## config.mk

```make
export PLATFORM = sky130hd
export DESIGN_NAME = ex_stage
export DESIGN_NICKNAME = d
export VERILOG_FILES = /design/src/ex_pkg.sv /design/src/ex_alu.sv /design/src/ex_muldiv.sv /design/src/ex_stage.sv
export SDC_FILE = /design/constraint.sdc
export NUM_CORES = 1
export LEC_CHECK = 0
export ABC_AREA = 1
export BUFFER_PORTS_ARGS = -buffer_cell sky130_fd_sc_hd__buf_4
export CORE_ASPECT_RATIO = 0.6
export CORE_UTILIZATION = 39
export CTS_BUF_LIST = sky130_fd_sc_hd__clkbuf_8
export DETAILED_ROUTE_END_ITERATION = 12
export GPL_TIMING_DRIVEN = 0
export REMOVE_ABC_BUFFERS = 1
export SYNTH_ARGS = -nofsm -noshare
export SYNTH_HDL_FRONTEND = slang
export SYNTH_HIERARCHICAL = 1
export SYNTH_SLANG_ARGS = --single-unit
export TNS_END_PERCENT = 50
```

## constraint.sdc

```tcl
create_clock -name clk_i -period 10.9 [get_ports clk_i]
set_input_delay 0 -clock clk_i [delete_from_list [all_inputs] [get_ports clk_i]]
set_output_delay 0 -clock clk_i [all_outputs]
set_load 0.1 [all_outputs]
```

## src/ex_pkg.sv

```systemverilog
// Execute stage shared types
package ex_pkg;

  ////////////////////
  // Operation codes
  ////////////////////

  // One code per operation, NOP first
  typedef enum logic [4:0] {
    NOP   = 5'd0,
    ADD   = 5'd1,
    SUB   = 5'd2,
    AND   = 5'd3,
    OR    = 5'd4,
    XOR   = 5'd5,
    SLL   = 5'd6,
    SRL   = 5'd7,
    SRA   = 5'd8,
    SLT   = 5'd9,
    SLTU  = 5'd10,
    MUL   = 5'd11,
    MULH  = 5'd12,
    MULHU = 5'd13,
    DIV   = 5'd14,
    DIVU  = 5'd15,
    REM   = 5'd16,
    REMU  = 5'd17
  } ex_op_e;

  // Decoded instruction handed over by ID
  typedef struct packed {
    logic       bubble;  // high when no valid operation
    ex_op_e     op;
    logic [4:0] rd;      // destination tag, passed through
  } ex_insn_t;

  ////////////////////
  // Class helpers
  ////////////////////

  // Operation handled by the multiply/divide unit
  function automatic logic is_muldiv(input ex_op_e op);
    case (op)
      MUL, MULH, MULHU, DIV, DIVU, REM, REMU: return 1'b1;
      default: return 1'b0;
    endcase
  endfunction

  // Multiply flavours
  function automatic logic is_mul(input ex_op_e op);
    return (op == MUL) || (op == MULH) || (op == MULHU);
  endfunction

  // Remainder flavours
  function automatic logic is_rem(input ex_op_e op);
    return (op == REM) || (op == REMU);
  endfunction

  // Operands taken as two's complement
  function automatic logic signed_operands(input ex_op_e op);
    return (op == MULH) || (op == DIV) || (op == REM);
  endfunction

endpackage

```

## src/ex_alu.sv

```systemverilog
// Single-cycle integer ALU
`timescale 1ns/10ps

module ex_alu
  import ex_pkg::*;
#(
  parameter int unsigned XLEN = 32
)
(
  input  logic            clk_i,
  input  logic            rst_ni,

  // Pipeline control
  input  logic            stall_i,
  input  logic            flush_i,

  // Operation and operands
  input  ex_insn_t        insn_i,
  input  logic [XLEN-1:0] opa_i,
  input  logic [XLEN-1:0] opb_i,

  // Registered result
  output logic            bubble_o,
  output logic [XLEN-1:0] result_o
);

  // Shift amount width
  localparam int unsigned SHW = $clog2(XLEN);

  ////////////////////
  // Variables
  ////////////////////

  logic [SHW-1:0]  shamt;
  logic [XLEN-1:0] alu_r;
  logic            alu_valid;

  ////////////////////
  // Operation decode
  ////////////////////

  // Only valid non-MUL/DIV work belongs here
  assign alu_valid = ~insn_i.bubble &
                     ~is_muldiv(insn_i.op) &
                     (insn_i.op != NOP);

  // Low bits of opB only
  assign shamt = opb_i[SHW-1:0];

  ////////////////////
  // Datapath
  ////////////////////

  always_comb
  begin
    alu_r = '0;
    case (insn_i.op)
      ADD:  alu_r = opa_i + opb_i;
      SUB:  alu_r = opa_i - opb_i;
      AND:  alu_r = opa_i & opb_i;
      OR:   alu_r = opa_i | opb_i;
      XOR:  alu_r = opa_i ^ opb_i;
      SLL:  alu_r = opa_i << shamt;
      SRL:  alu_r = opa_i >> shamt;
      // Arithmetic shift keeps the sign
      SRA:  alu_r = $unsigned($signed(opa_i) >>> shamt);
      // Compares give 0 or 1
      SLT:  alu_r = {{(XLEN-1){1'b0}}, $signed(opa_i) < $signed(opb_i)};
      SLTU: alu_r = {{(XLEN-1){1'b0}}, opa_i < opb_i};
      default: alu_r = '0;
    endcase
  end

  ////////////////////
  // Output register
  ////////////////////

  // Flush wins over stall
  always_ff @(posedge clk_i or negedge rst_ni)
  begin
    if (!rst_ni)
    begin
      bubble_o <= 1'b1;
      result_o <= '0;
    end
    else if (flush_i)
    begin
      bubble_o <= 1'b1;
    end
    else if (!stall_i)
    begin
      bubble_o <= ~alu_valid;
      // Last result kept across bubbles for bypass
      if (alu_valid)
      begin
        result_o <= alu_r;
      end
    end
  end

endmodule

```

## src/ex_muldiv.sv

```systemverilog
// Iterative multiply/divide unit
`timescale 1ns/10ps

module ex_muldiv
  import ex_pkg::*;
#(
  parameter int unsigned XLEN = 32
)
(
  input  logic            clk_i,
  input  logic            rst_ni,

  // Pipeline control
  input  logic            stall_i,
  input  logic            flush_i,

  // Operation and operands
  input  ex_insn_t        insn_i,
  input  logic [XLEN-1:0] opa_i,
  input  logic [XLEN-1:0] opb_i,

  // Status and result
  output logic            busy_o,
  output logic            bubble_o,
  output logic [XLEN-1:0] result_o
);

  // Step counter runs 0..XLEN
  localparam int unsigned CW = $clog2(XLEN + 1);

  ////////////////////
  // Variables
  ////////////////////

  logic              start;
  logic              last_step;
  logic [CW-1:0]     cnt_q;
  ex_op_e            op_q;
  logic              neg_q;      // final sign flip
  logic [XLEN-1:0]   operand_q;  // multiplicand or divisor
  logic [2*XLEN-1:0] acc_q;      // {hi, lo}

  logic              sa, sb;
  logic [XLEN-1:0]   mag_a, mag_b;
  logic [XLEN:0]     add_sum, rem_sh, sub_diff;
  logic [2*XLEN-1:0] step_acc, prod;
  logic [XLEN-1:0]   quot, rem, fin_r;

  assign start     = ~insn_i.bubble & is_muldiv(insn_i.op);
  assign last_step = (cnt_q == CW'(XLEN));

  ////////////////////
  // Operand setup
  ////////////////////

  // Magnitudes and sign flags
  assign sa    = signed_operands(insn_i.op) & opa_i[XLEN-1];
  assign sb    = signed_operands(insn_i.op) & opb_i[XLEN-1];
  assign mag_a = sa ? -opa_i : opa_i;
  assign mag_b = sb ? -opb_i : opb_i;

  ////////////////////
  // One iteration
  ////////////////////

  // Shift-add step with carry into the top bit
  assign add_sum  = {1'b0, acc_q[2*XLEN-1:XLEN]} + {1'b0, operand_q};
  // Restoring subtract on shifted remainder
  assign rem_sh   = acc_q[2*XLEN-1:XLEN-1];
  assign sub_diff = rem_sh - {1'b0, operand_q};

  always_comb
  begin
    if (is_mul(op_q))
      step_acc = acc_q[0] ? {add_sum, acc_q[XLEN-1:1]} : {1'b0, acc_q[2*XLEN-1:1]};
    else if (sub_diff[XLEN])
      step_acc = {acc_q[2*XLEN-2:0], 1'b0};
    else
      step_acc = {sub_diff[XLEN-1:0], acc_q[XLEN-2:0], 1'b1};
  end

  ////////////////////
  // Sign correction
  ////////////////////

  // Zero divisor and overflow fall out of the magnitudes
  assign prod = neg_q ? -acc_q : acc_q;
  assign quot = neg_q ? -acc_q[XLEN-1:0] : acc_q[XLEN-1:0];
  assign rem  = neg_q ? -acc_q[2*XLEN-1:XLEN] : acc_q[2*XLEN-1:XLEN];

  always_comb
  begin
    if (op_q == MUL)
      fin_r = prod[XLEN-1:0];
    else if (is_mul(op_q))
      fin_r = prod[2*XLEN-1:XLEN];
    else if (is_rem(op_q))
      fin_r = rem;
    else
      fin_r = quot;
  end

  ////////////////////
  // Control
  ////////////////////

  always_ff @(posedge clk_i or negedge rst_ni)
  begin
    if (!rst_ni)
    begin
      busy_o   <= 1'b0;
      bubble_o <= 1'b1;
      cnt_q    <= '0;
    end
    else if (flush_i)
    begin
      // Abort in-flight work
      busy_o   <= 1'b0;
      bubble_o <= 1'b1;
    end
    else if (!stall_i)
    begin
      if (busy_o)
      begin
        if (last_step)
        begin
          busy_o   <= 1'b0;
          bubble_o <= 1'b0;
        end
        else
          cnt_q <= cnt_q + 1'b1;
      end
      else
      begin
        // Any accepting edge retires the old result
        bubble_o <= 1'b1;
        busy_o   <= start;
        cnt_q    <= '0;
      end
    end
  end

  // Datapath registers
  always_ff @(posedge clk_i)
  begin
    if (!stall_i && !flush_i)
    begin
      if (busy_o)
      begin
        if (last_step)
          result_o <= fin_r;
        else
          acc_q <= step_acc;
      end
      else if (start)
      begin
        op_q  <= insn_i.op;
        // Remainder follows the dividend sign
        neg_q <= is_rem(insn_i.op) ? sa : (sa ^ sb) & (|opb_i);
        if (is_mul(insn_i.op))
        begin
          acc_q     <= {{XLEN{1'b0}}, mag_b};
          operand_q <= mag_a;
        end
        else
        begin
          acc_q     <= {{XLEN{1'b0}}, mag_a};
          operand_q <= mag_b;
        end
      end
    end
  end

endmodule

```

## src/ex_stage.sv

```systemverilog
// Integer execute stage
`timescale 1ns/10ps

module ex_stage
  import ex_pkg::*;
#(
  parameter int unsigned XLEN = 32
)
(
  input  logic            clk_i,
  input  logic            rst_ni,

  // Pipeline control
  input  logic            mem_stall_i,
  input  logic            flush_i,
  output logic            ex_stall_o,

  // From ID
  input  ex_insn_t        id_insn_i,
  input  logic [XLEN-1:0] id_opA_i,
  input  logic [XLEN-1:0] id_opB_i,
  input  logic            id_userf_opA_i,
  input  logic            id_userf_opB_i,
  input  logic            id_bypex_opA_i,
  input  logic            id_bypex_opB_i,

  // From register file
  input  logic [XLEN-1:0] rf_srcv1_i,
  input  logic [XLEN-1:0] rf_srcv2_i,

  // To MEM
  output ex_insn_t        ex_insn_o,
  output logic [XLEN-1:0] ex_r_o
);

  ////////////////////
  // Variables
  ////////////////////

  logic [XLEN-1:0] opa, opb;

  logic [XLEN-1:0] alu_r, md_r;
  logic            alu_bubble, md_bubble;
  logic            md_busy;

  ex_op_e          op_q;
  logic [4:0]      rd_q;

  ////////////////////
  // Operand bypass
  ////////////////////

  // Own result first, then RF, then ID value
  always_comb
  begin
    if (id_bypex_opA_i)
      opa = ex_r_o;
    else if (id_userf_opA_i)
      opa = rf_srcv1_i;
    else
      opa = id_opA_i;
  end

  always_comb
  begin
    if (id_bypex_opB_i)
      opb = ex_r_o;
    else if (id_userf_opB_i)
      opb = rf_srcv2_i;
    else
      opb = id_opB_i;
  end

  ////////////////////
  // Execution units
  ////////////////////

  // ALU holds on any stall
  ex_alu #(
    .XLEN     ( XLEN       )
  ) alu (
    .clk_i    ( clk_i      ),
    .rst_ni   ( rst_ni     ),
    .stall_i  ( ex_stall_o ),
    .flush_i  ( flush_i    ),
    .insn_i   ( id_insn_i  ),
    .opa_i    ( opa        ),
    .opb_i    ( opb        ),
    .bubble_o ( alu_bubble ),
    .result_o ( alu_r      )
  );

  // MUL/DIV pauses only on MEM stall
  // Its own busy level gates acceptance
  ex_muldiv #(
    .XLEN     ( XLEN        )
  ) muldiv (
    .clk_i    ( clk_i       ),
    .rst_ni   ( rst_ni      ),
    .stall_i  ( mem_stall_i ),
    .flush_i  ( flush_i     ),
    .insn_i   ( id_insn_i   ),
    .opa_i    ( opa         ),
    .opb_i    ( opb         ),
    .busy_o   ( md_busy     ),
    .bubble_o ( md_bubble   ),
    .result_o ( md_r        )
  );

  ////////////////////
  // Instruction copy
  ////////////////////

  always_ff @(posedge clk_i or negedge rst_ni)
  begin
    if (!rst_ni)
    begin
      op_q <= NOP;
      rd_q <= '0;
    end
    else if (!ex_stall_o && !flush_i)
    begin
      op_q <= id_insn_i.op;
      rd_q <= id_insn_i.rd;
    end
  end

  ////////////////////
  // Combined output
  ////////////////////

  assign ex_stall_o = mem_stall_i | md_busy;

  assign ex_insn_o = '{bubble: alu_bubble & md_bubble, op: op_q, rd: rd_q};

  // MUL/DIV result while its bubble is low
  assign ex_r_o = md_bubble ? alu_r : md_r;

endmodule

```

-- After elaboration in Yosys (flattened, before gate mapping)
Index checks and enable logic that the tools add are counted.
Widths: inputs -> output; s select.
- word-level logic and storage cells: 132
- register bits after elaboration: 185
- magnitude comparators: 2
- reductions and logical operators: 23
- equality and inequality tests: 27
- shift operators: 3
- bitwise logic cells: 19
- add/subtract/negate cells: 10
- mux-type cells: 36
- operator list (operator ; number):
    $mux 32 ; 14
    $mux 64 ; 7
    $pmux 32 s10 ; 1
    $neg 32->32 ; 4
    $lt 32x32->1 ; 2
    $neg 64->64 ; 1
    $eq 5x4->1 const B ; 11
    $add 32x32->33 ; 1
    $sub 33x32->33 ; 1
    $add 32x32->32 ; 1
    $and 32x32->32 ; 1
    $or 32x32->32 ; 1
    $reduce_or 32->1 ; 1
    $shl 32x5->32 ; 1
    $shr 32x5->32 ; 1
    $sshr 32x5->32 ; 1
    $sub 32x32->32 ; 1
    $xor 32x32->32 ; 1
    $eq 5x3->1 const B ; 4
    $eq 5x5->1 const B ; 4
    $reduce_and 3->1 ; 5
    $mux 1 ; 12
    $mux 6 ; 2
    $eq 5x2->1 const B ; 2
    other kinds (17) ; 40

-- Logic depth before layout (Yosys ltp)
- depth after elaboration: 9
- gate-level depth with buffers: 27
- gate-level depth less buffers: 22

-- Hierarchy
Netlist, hierarchy kept.
- by module, submodules not included (module ; instances ; cells an instance ; area an instance (µm²) ; sequential area each (µm²)):
    ex_muldiv ; 1 ; 2878 ; 17205.3 ; 4225.3
    ex_alu ; 1 ; 2290 ; 11539.8 ; 827.0
    ex_stage ; 1 ; 696 ; 3360.7 ; 250.2

-- Worst setup path after synthesis
No wires, ideal clock.
- kind: register -> register
- from: register muldiv.cnt_q[0]
- to: register muldiv.acc_q[0] (enable)
- arrival time: 3.585 ns
- period minus slack after synthesis: 4.071 ns
- path slack: 6.829 ns
- cell stages (with the launch flop): 8
- path buffers: 0
- cell sequence: dfrtp_1 > inv_1 > ha_1 > nand3_1 > nor2_1 > inv_1 > nand2_1 > nor2_1
- longest elaborated chain between the ends: 3
- RTL lines (element ; line ; source):
    start: declaration ; ex_muldiv.sv:37 ; logic [CW-1:0] cnt_q;
    start signal: assignment ; ex_muldiv.sv:131 ; cnt_q <= cnt_q + 1'b1;
    $eq 6x6->1 ; ex_muldiv.sv:50 ; assign last_step = (cnt_q == CW'(XLEN));
    $ne 2x2->1 (no line) ; - ;
    $reduce_and 3->1 (no line) ; - ;
    end signal: assignment ; ex_muldiv.sv:153 ; acc_q <= step_acc;
    end signal: assignment ; ex_muldiv.sv:162 ; acc_q <= {{XLEN{1'b0}}, mag_b};
    end signal: assignment ; ex_muldiv.sv:167 ; acc_q <= {{XLEN{1'b0}}, mag_a};
    end: declaration ; ex_muldiv.sv:41 ; logic [2*XLEN-1:0] acc_q;
Every way passes these cells.
A chain may end at the register's enable or synchronous reset.

-- Worst setup path in the final report
- from: register muldiv.bubble_o
- to: register alu.result_o[26]
- longest elaborated chain between the ends: 4
- elaborated cells between the ends (all ways): 12
- those cells by class: 2 x add/sub; 3 x shift; 4 x mux; 3 x bitwise
- RTL lines (element ; line ; source):
    start: declaration ; ex_muldiv.sv:24 ; output logic bubble_o,
    start signal: assignment ; ex_muldiv.sv:112 ; bubble_o <= 1'b1;
    start signal: assignment ; ex_muldiv.sv:119 ; bubble_o <= 1'b1;
    start signal: assignment ; ex_muldiv.sv:128 ; bubble_o <= 1'b0;
    $mux 32 * ; ex_stage.sv:137 ; assign ex_r_o = md_bubble ? alu_r : md_r;
    $mux 32 * ; ex_stage.sv:66 ; if (id_bypex_opB_i)
    via opb[4] ; ex_stage.sv:40 ; logic [XLEN-1:0] opa, opb;
    $sub 32x32->32, or another cell as far along ; ex_alu.sv:59 ; SUB: alu_r = opa_i - opb_i;
    $pmux 32 s10 * ; ex_alu.sv:57 ; case (insn_i.op)
    end signal: assignment ; ex_alu.sv:96 ; result_o <= alu_r;
    end: declaration ; ex_alu.sv:24 ; output logic [XLEN-1:0] result_o
The timed path passes the listed nets; every way through them passes the cells marked *.

==> summary.txt <==
Routing
  • Routed vias: 40400
  • DR pass1 iterations: 8
  • Post-Route WL: 183000 um
  • Vias per inst: 5.78
  • Starting DRC count in detailed routing: 6553
  • Detail Route Antenna Nets: 0
  • Drt wl/cell: 26.2 um
  • Drt drc: 0

Flow run
  • Max-cap violations: 2

Placement
  • Placer Congestion: 1.07
  • PortBufs: 190
  • Post-DP HPWL: 150000 um

Timing
  • Final Cycle Share: 64.0%
  • Tmin final: 6.98 ns
  • Worst-Margin Slew: 1.58 ns
  • RSZ-0062 raised after global routing: no
  • Final setup vio count: 0
  • Pins Over Slew Limit: 3
  • Slew margin rel.: -6.12%
  • Max Clk Rate: 143 MHz
  • Final Hold Viols: 0
  • Final TNS setup: 0 ns
  • Final Skew: 0.0481 ns

Die
  • Initial core utilization: 39.4%
  • Row count: 81
  • Ports: 191
  • Total die area: 83500 um2
  • Die W: 372 um
  • Die H: 224 um
  • Area of the core: 81500 um2

Yosys
  • Cells after Synth: 5864
  • Synth area leaders: nand2_1 (24%), nand3_1 (13%), edfxtp_1 (13%), inv_1 (10%), ha_1 (6.5%)
  • Asr flop ratio synth: 27.6%
  • Cell variety after synth: 64
  • Synthesized area per cell: 5.48 um2
  • Yosys top cell area share: 23.8%
  • FF+latch count, synth: 185
  • Cell taking the most area after synthesis: nand2_1
  • Ys flop type: edfxtp_1
  • Post-synth top cells: nand2_1 (2038), inv_1 (886), nand3_1 (858), nor2_1 (477), a21oi_1 (265)
  • Post-synthesis sequential area ratio: 16.5%
  • Netlist Area Pre-Place: 32100 um2
  • Synth warn: 6
  • EDFF count, synth: 134
  • Most common cell in the synthesized netlist: nand2_1

Critical path
  • FF-to-FF path depth: 18
  • Crit-path cells: inv_8 -> nand2_4 -> nand3_1 -> nand2_1 -> clkinv_1 -> ha_1 -> nor2_1 -> nand3_1 -> nand3_1 -> nand2_1 -> nand2_1 -> nand2_1 -> nand3_1 -> nand2_1 -> nand3_1 -> nand3_1 -> nand2_1 -> nand2_1
  • Critical path launch point type: register
  • Max stage delay on crit path: 1.28 ns
  • Crit path launch: muldiv/bubble_o
  • Worst r2r src: muldiv/bubble_o
  • Worst R2R End: alu/result_o[26]
  • Req. time, crit path: 11.42 ns
  • Critical setup path kind: register to register
  • Setup crit end: alu/result_o[26]
  • CP most frequent cell: nand2_1
  • Critical Path Fanout Max: 35
  • Crit path DAT: 7.50 ns
  • Setup crit end kind: register
  • CP max-delay cell: dfstp_2
  • Reg-to-reg slack, setup: 3.92 ns

CTS
  • # H-tree levels: 4
  • Max Buffers Root-to-Sink: 2
  • Post-CTS sizing: 0
  • CTS Root Buffer Type: clkbuf_8
  • Setup bufs post-CTS: 0
  • TritonCTS Buffers: 17
  • Worst skew pair latency: 0.65 ns
  • CTS tree: yes
  • Clock Sinks: 185
  • Clock Pin Slew Worst Setup and Hold Paths: 0.12 ns

Power and ir drop
  • PD cells: 94.4 nW/um2
  • Sw Share: 56.0%
  • VDD IR max: 0.0000956 V
  • Seq pwr share: 24.8%
  • Total power: 3290 uW
  • Power share of the clock group: 17.0%
  • Switching power: 1840 uW
  • Cell Int Power: 1450 uW
  • Leakage: 0.0188 uW
  • Logic pwr share: 58.2%

GRT
  • First-pass GRT wire length: 251000 um
  • Largest net degree at the start of global routing: 88
  • Total gr overflow: 0
  • Vias in the first global route: 33200
  • Initial antenna violation count: 3
  • Tot GR Track Use: 42.6%

Worst hold path
  • Worst min path class: primary input to register

Status
  • Failing checks: max-capacitance violations, max-slew violations
  • Status: finished with violations

Final layout
  • Area Growth Syn to Fin: 8.61%
  • Layout Nets: 6216
  • Layout cell share with drive strength beyond 1: 6.45%
  • FILL cells: 9194
-- registers in the layout, indices dropped and copies added (netlist names), 5 cells and up --
signal,cells
muldiv/cnt_q,6
alu/result_o,32
op_q,5
muldiv/acc_q,64
muldiv/result_o,32
muldiv/operand_q,32
muldiv/op_q,5
rd_q,5
-- cell type report --
type / count / area (um2) / area share [%]
Tap cell: 1079 / 1350 / 3.87
Sequential cell: 185 / 5300 / 15.2
Inverter: 916 / 3450 / 9.91
Timing Repair Buffer: 235 / 2130 / 6.10
Clock inverter: 15 / 166 / 0.477
Antenna cell: 3 / 7.51 / 0.0215
Multi-Input combinational cell: 4542 / 22200 / 63.7
Clock buffer: 17 / 234 / 0.671
-- cells in the final DEF (no fill, tap or decap), types with 7 or more instances in the layout --
cell type         n
nand2_1        2033
inv_1           886
nand3_1         857
nor2_1          473
a21oi_1         265
buf_4           190
o21ai_0         187
ha_1            168
edfxtp_1        134
xor2_1           93
nand4_1          77
and2_1           58
nor3_1           54
dfrtp_1          49
o21ai_1          38
o211ai_1         26
inv_2            25
nand2_4          24
dlygate4sd3_1    23
nand2_2          20
o22ai_1          20
clkbuf_8         17
nand3b_1         14
nor2_2           12
o21bai_1         12
a31oi_1          12
xnor2_1          12
nor2_4           10
buf_12           10
buf_16            8
inv_8             7
-- repair_timing --
action                                  CTS  global route
hold endpoints to repair                105             0
endpoints found under the setup margin    0             0
hold buffers                             23             0
-- how the worst min path moves through the flow --
| stage | depth (start not counted) | to | from | slack, ns |
|---|---|---|---|---|
| final | 7 | muldiv/operand_q[0] | id_opA_i[0] | 0.21 |
| after global routing | 2 | muldiv/op_q[0] | id_insn_i[5] | 0.24 |
| after CTS | 7 | muldiv/operand_q[0] | id_opA_i[0] | 0.15 |
| after detailed placement | 1 | rd_q[1] | rst_ni | 0.14 |
| after global placement | 1 | rd_q[2] | rst_ni | 0.15 |
| after floorplan | 0 | alu/result_o[0] | rst_ni | -0.30 |
-- worst max-delay path, delay by kind of cell, from the launching register on --
kind | cells | cell delay, ns
adders and majority gates | 1 | 0.86
buffers and inverters | 2 | 1.60
DFF | 1 | 1.28
and+or+nand+nor | 15 | 3.00
-- power by group through the flow --
stage          clock [uW]  sequential (uW)  combinational [uW]
2_1_floorplan           0              862                1100
3_3_place_gp            0              834                1790
3_5_place_dp            0              830                1790
4_1_cts               565              816                1810
5_1_grt               579              820                2020
6_report              559              817                1920
-- kinds of logic (layout without fill, tap and decap cells) --
group,count (synthesis),after routing,synth area share [%]
simple gates,3663,3663,49.0
buf+inv,1137,1183,14.5
compound gates,599,599,10.3
flops,185,185,16.5
fa+ha+maj,172,172,6.80
xor+xnor,105,105,2.86
mux,3,3,0.0935
other cells,0,3,0
-- per-layer routing --
metal / wire length [um] / track usage, %
met5: 136 / 0
met4: 2000 / 5.90
met2: 54900 / 42.9
met3: 35100 / 24.4
met1: 91200 / 70.5
-- per-stage QoR --
stage	utilization, %	area (um2)	hold WS [ns]	setup slack [ns]	std cells
global placement	41.3	33700	0.145	0.946	6912
finish	42.8	34900	0.205	3.92	6992
floorplan	-	30900	-0.296	5.21	5643
global route	42.8	34900	0.235	3.94	6989
CTS	42.7	34800	0.149	3.45	6986
detailed placement	41.9	34200	0.143	3.44	6931
Power figures use the tool's default switching activity.
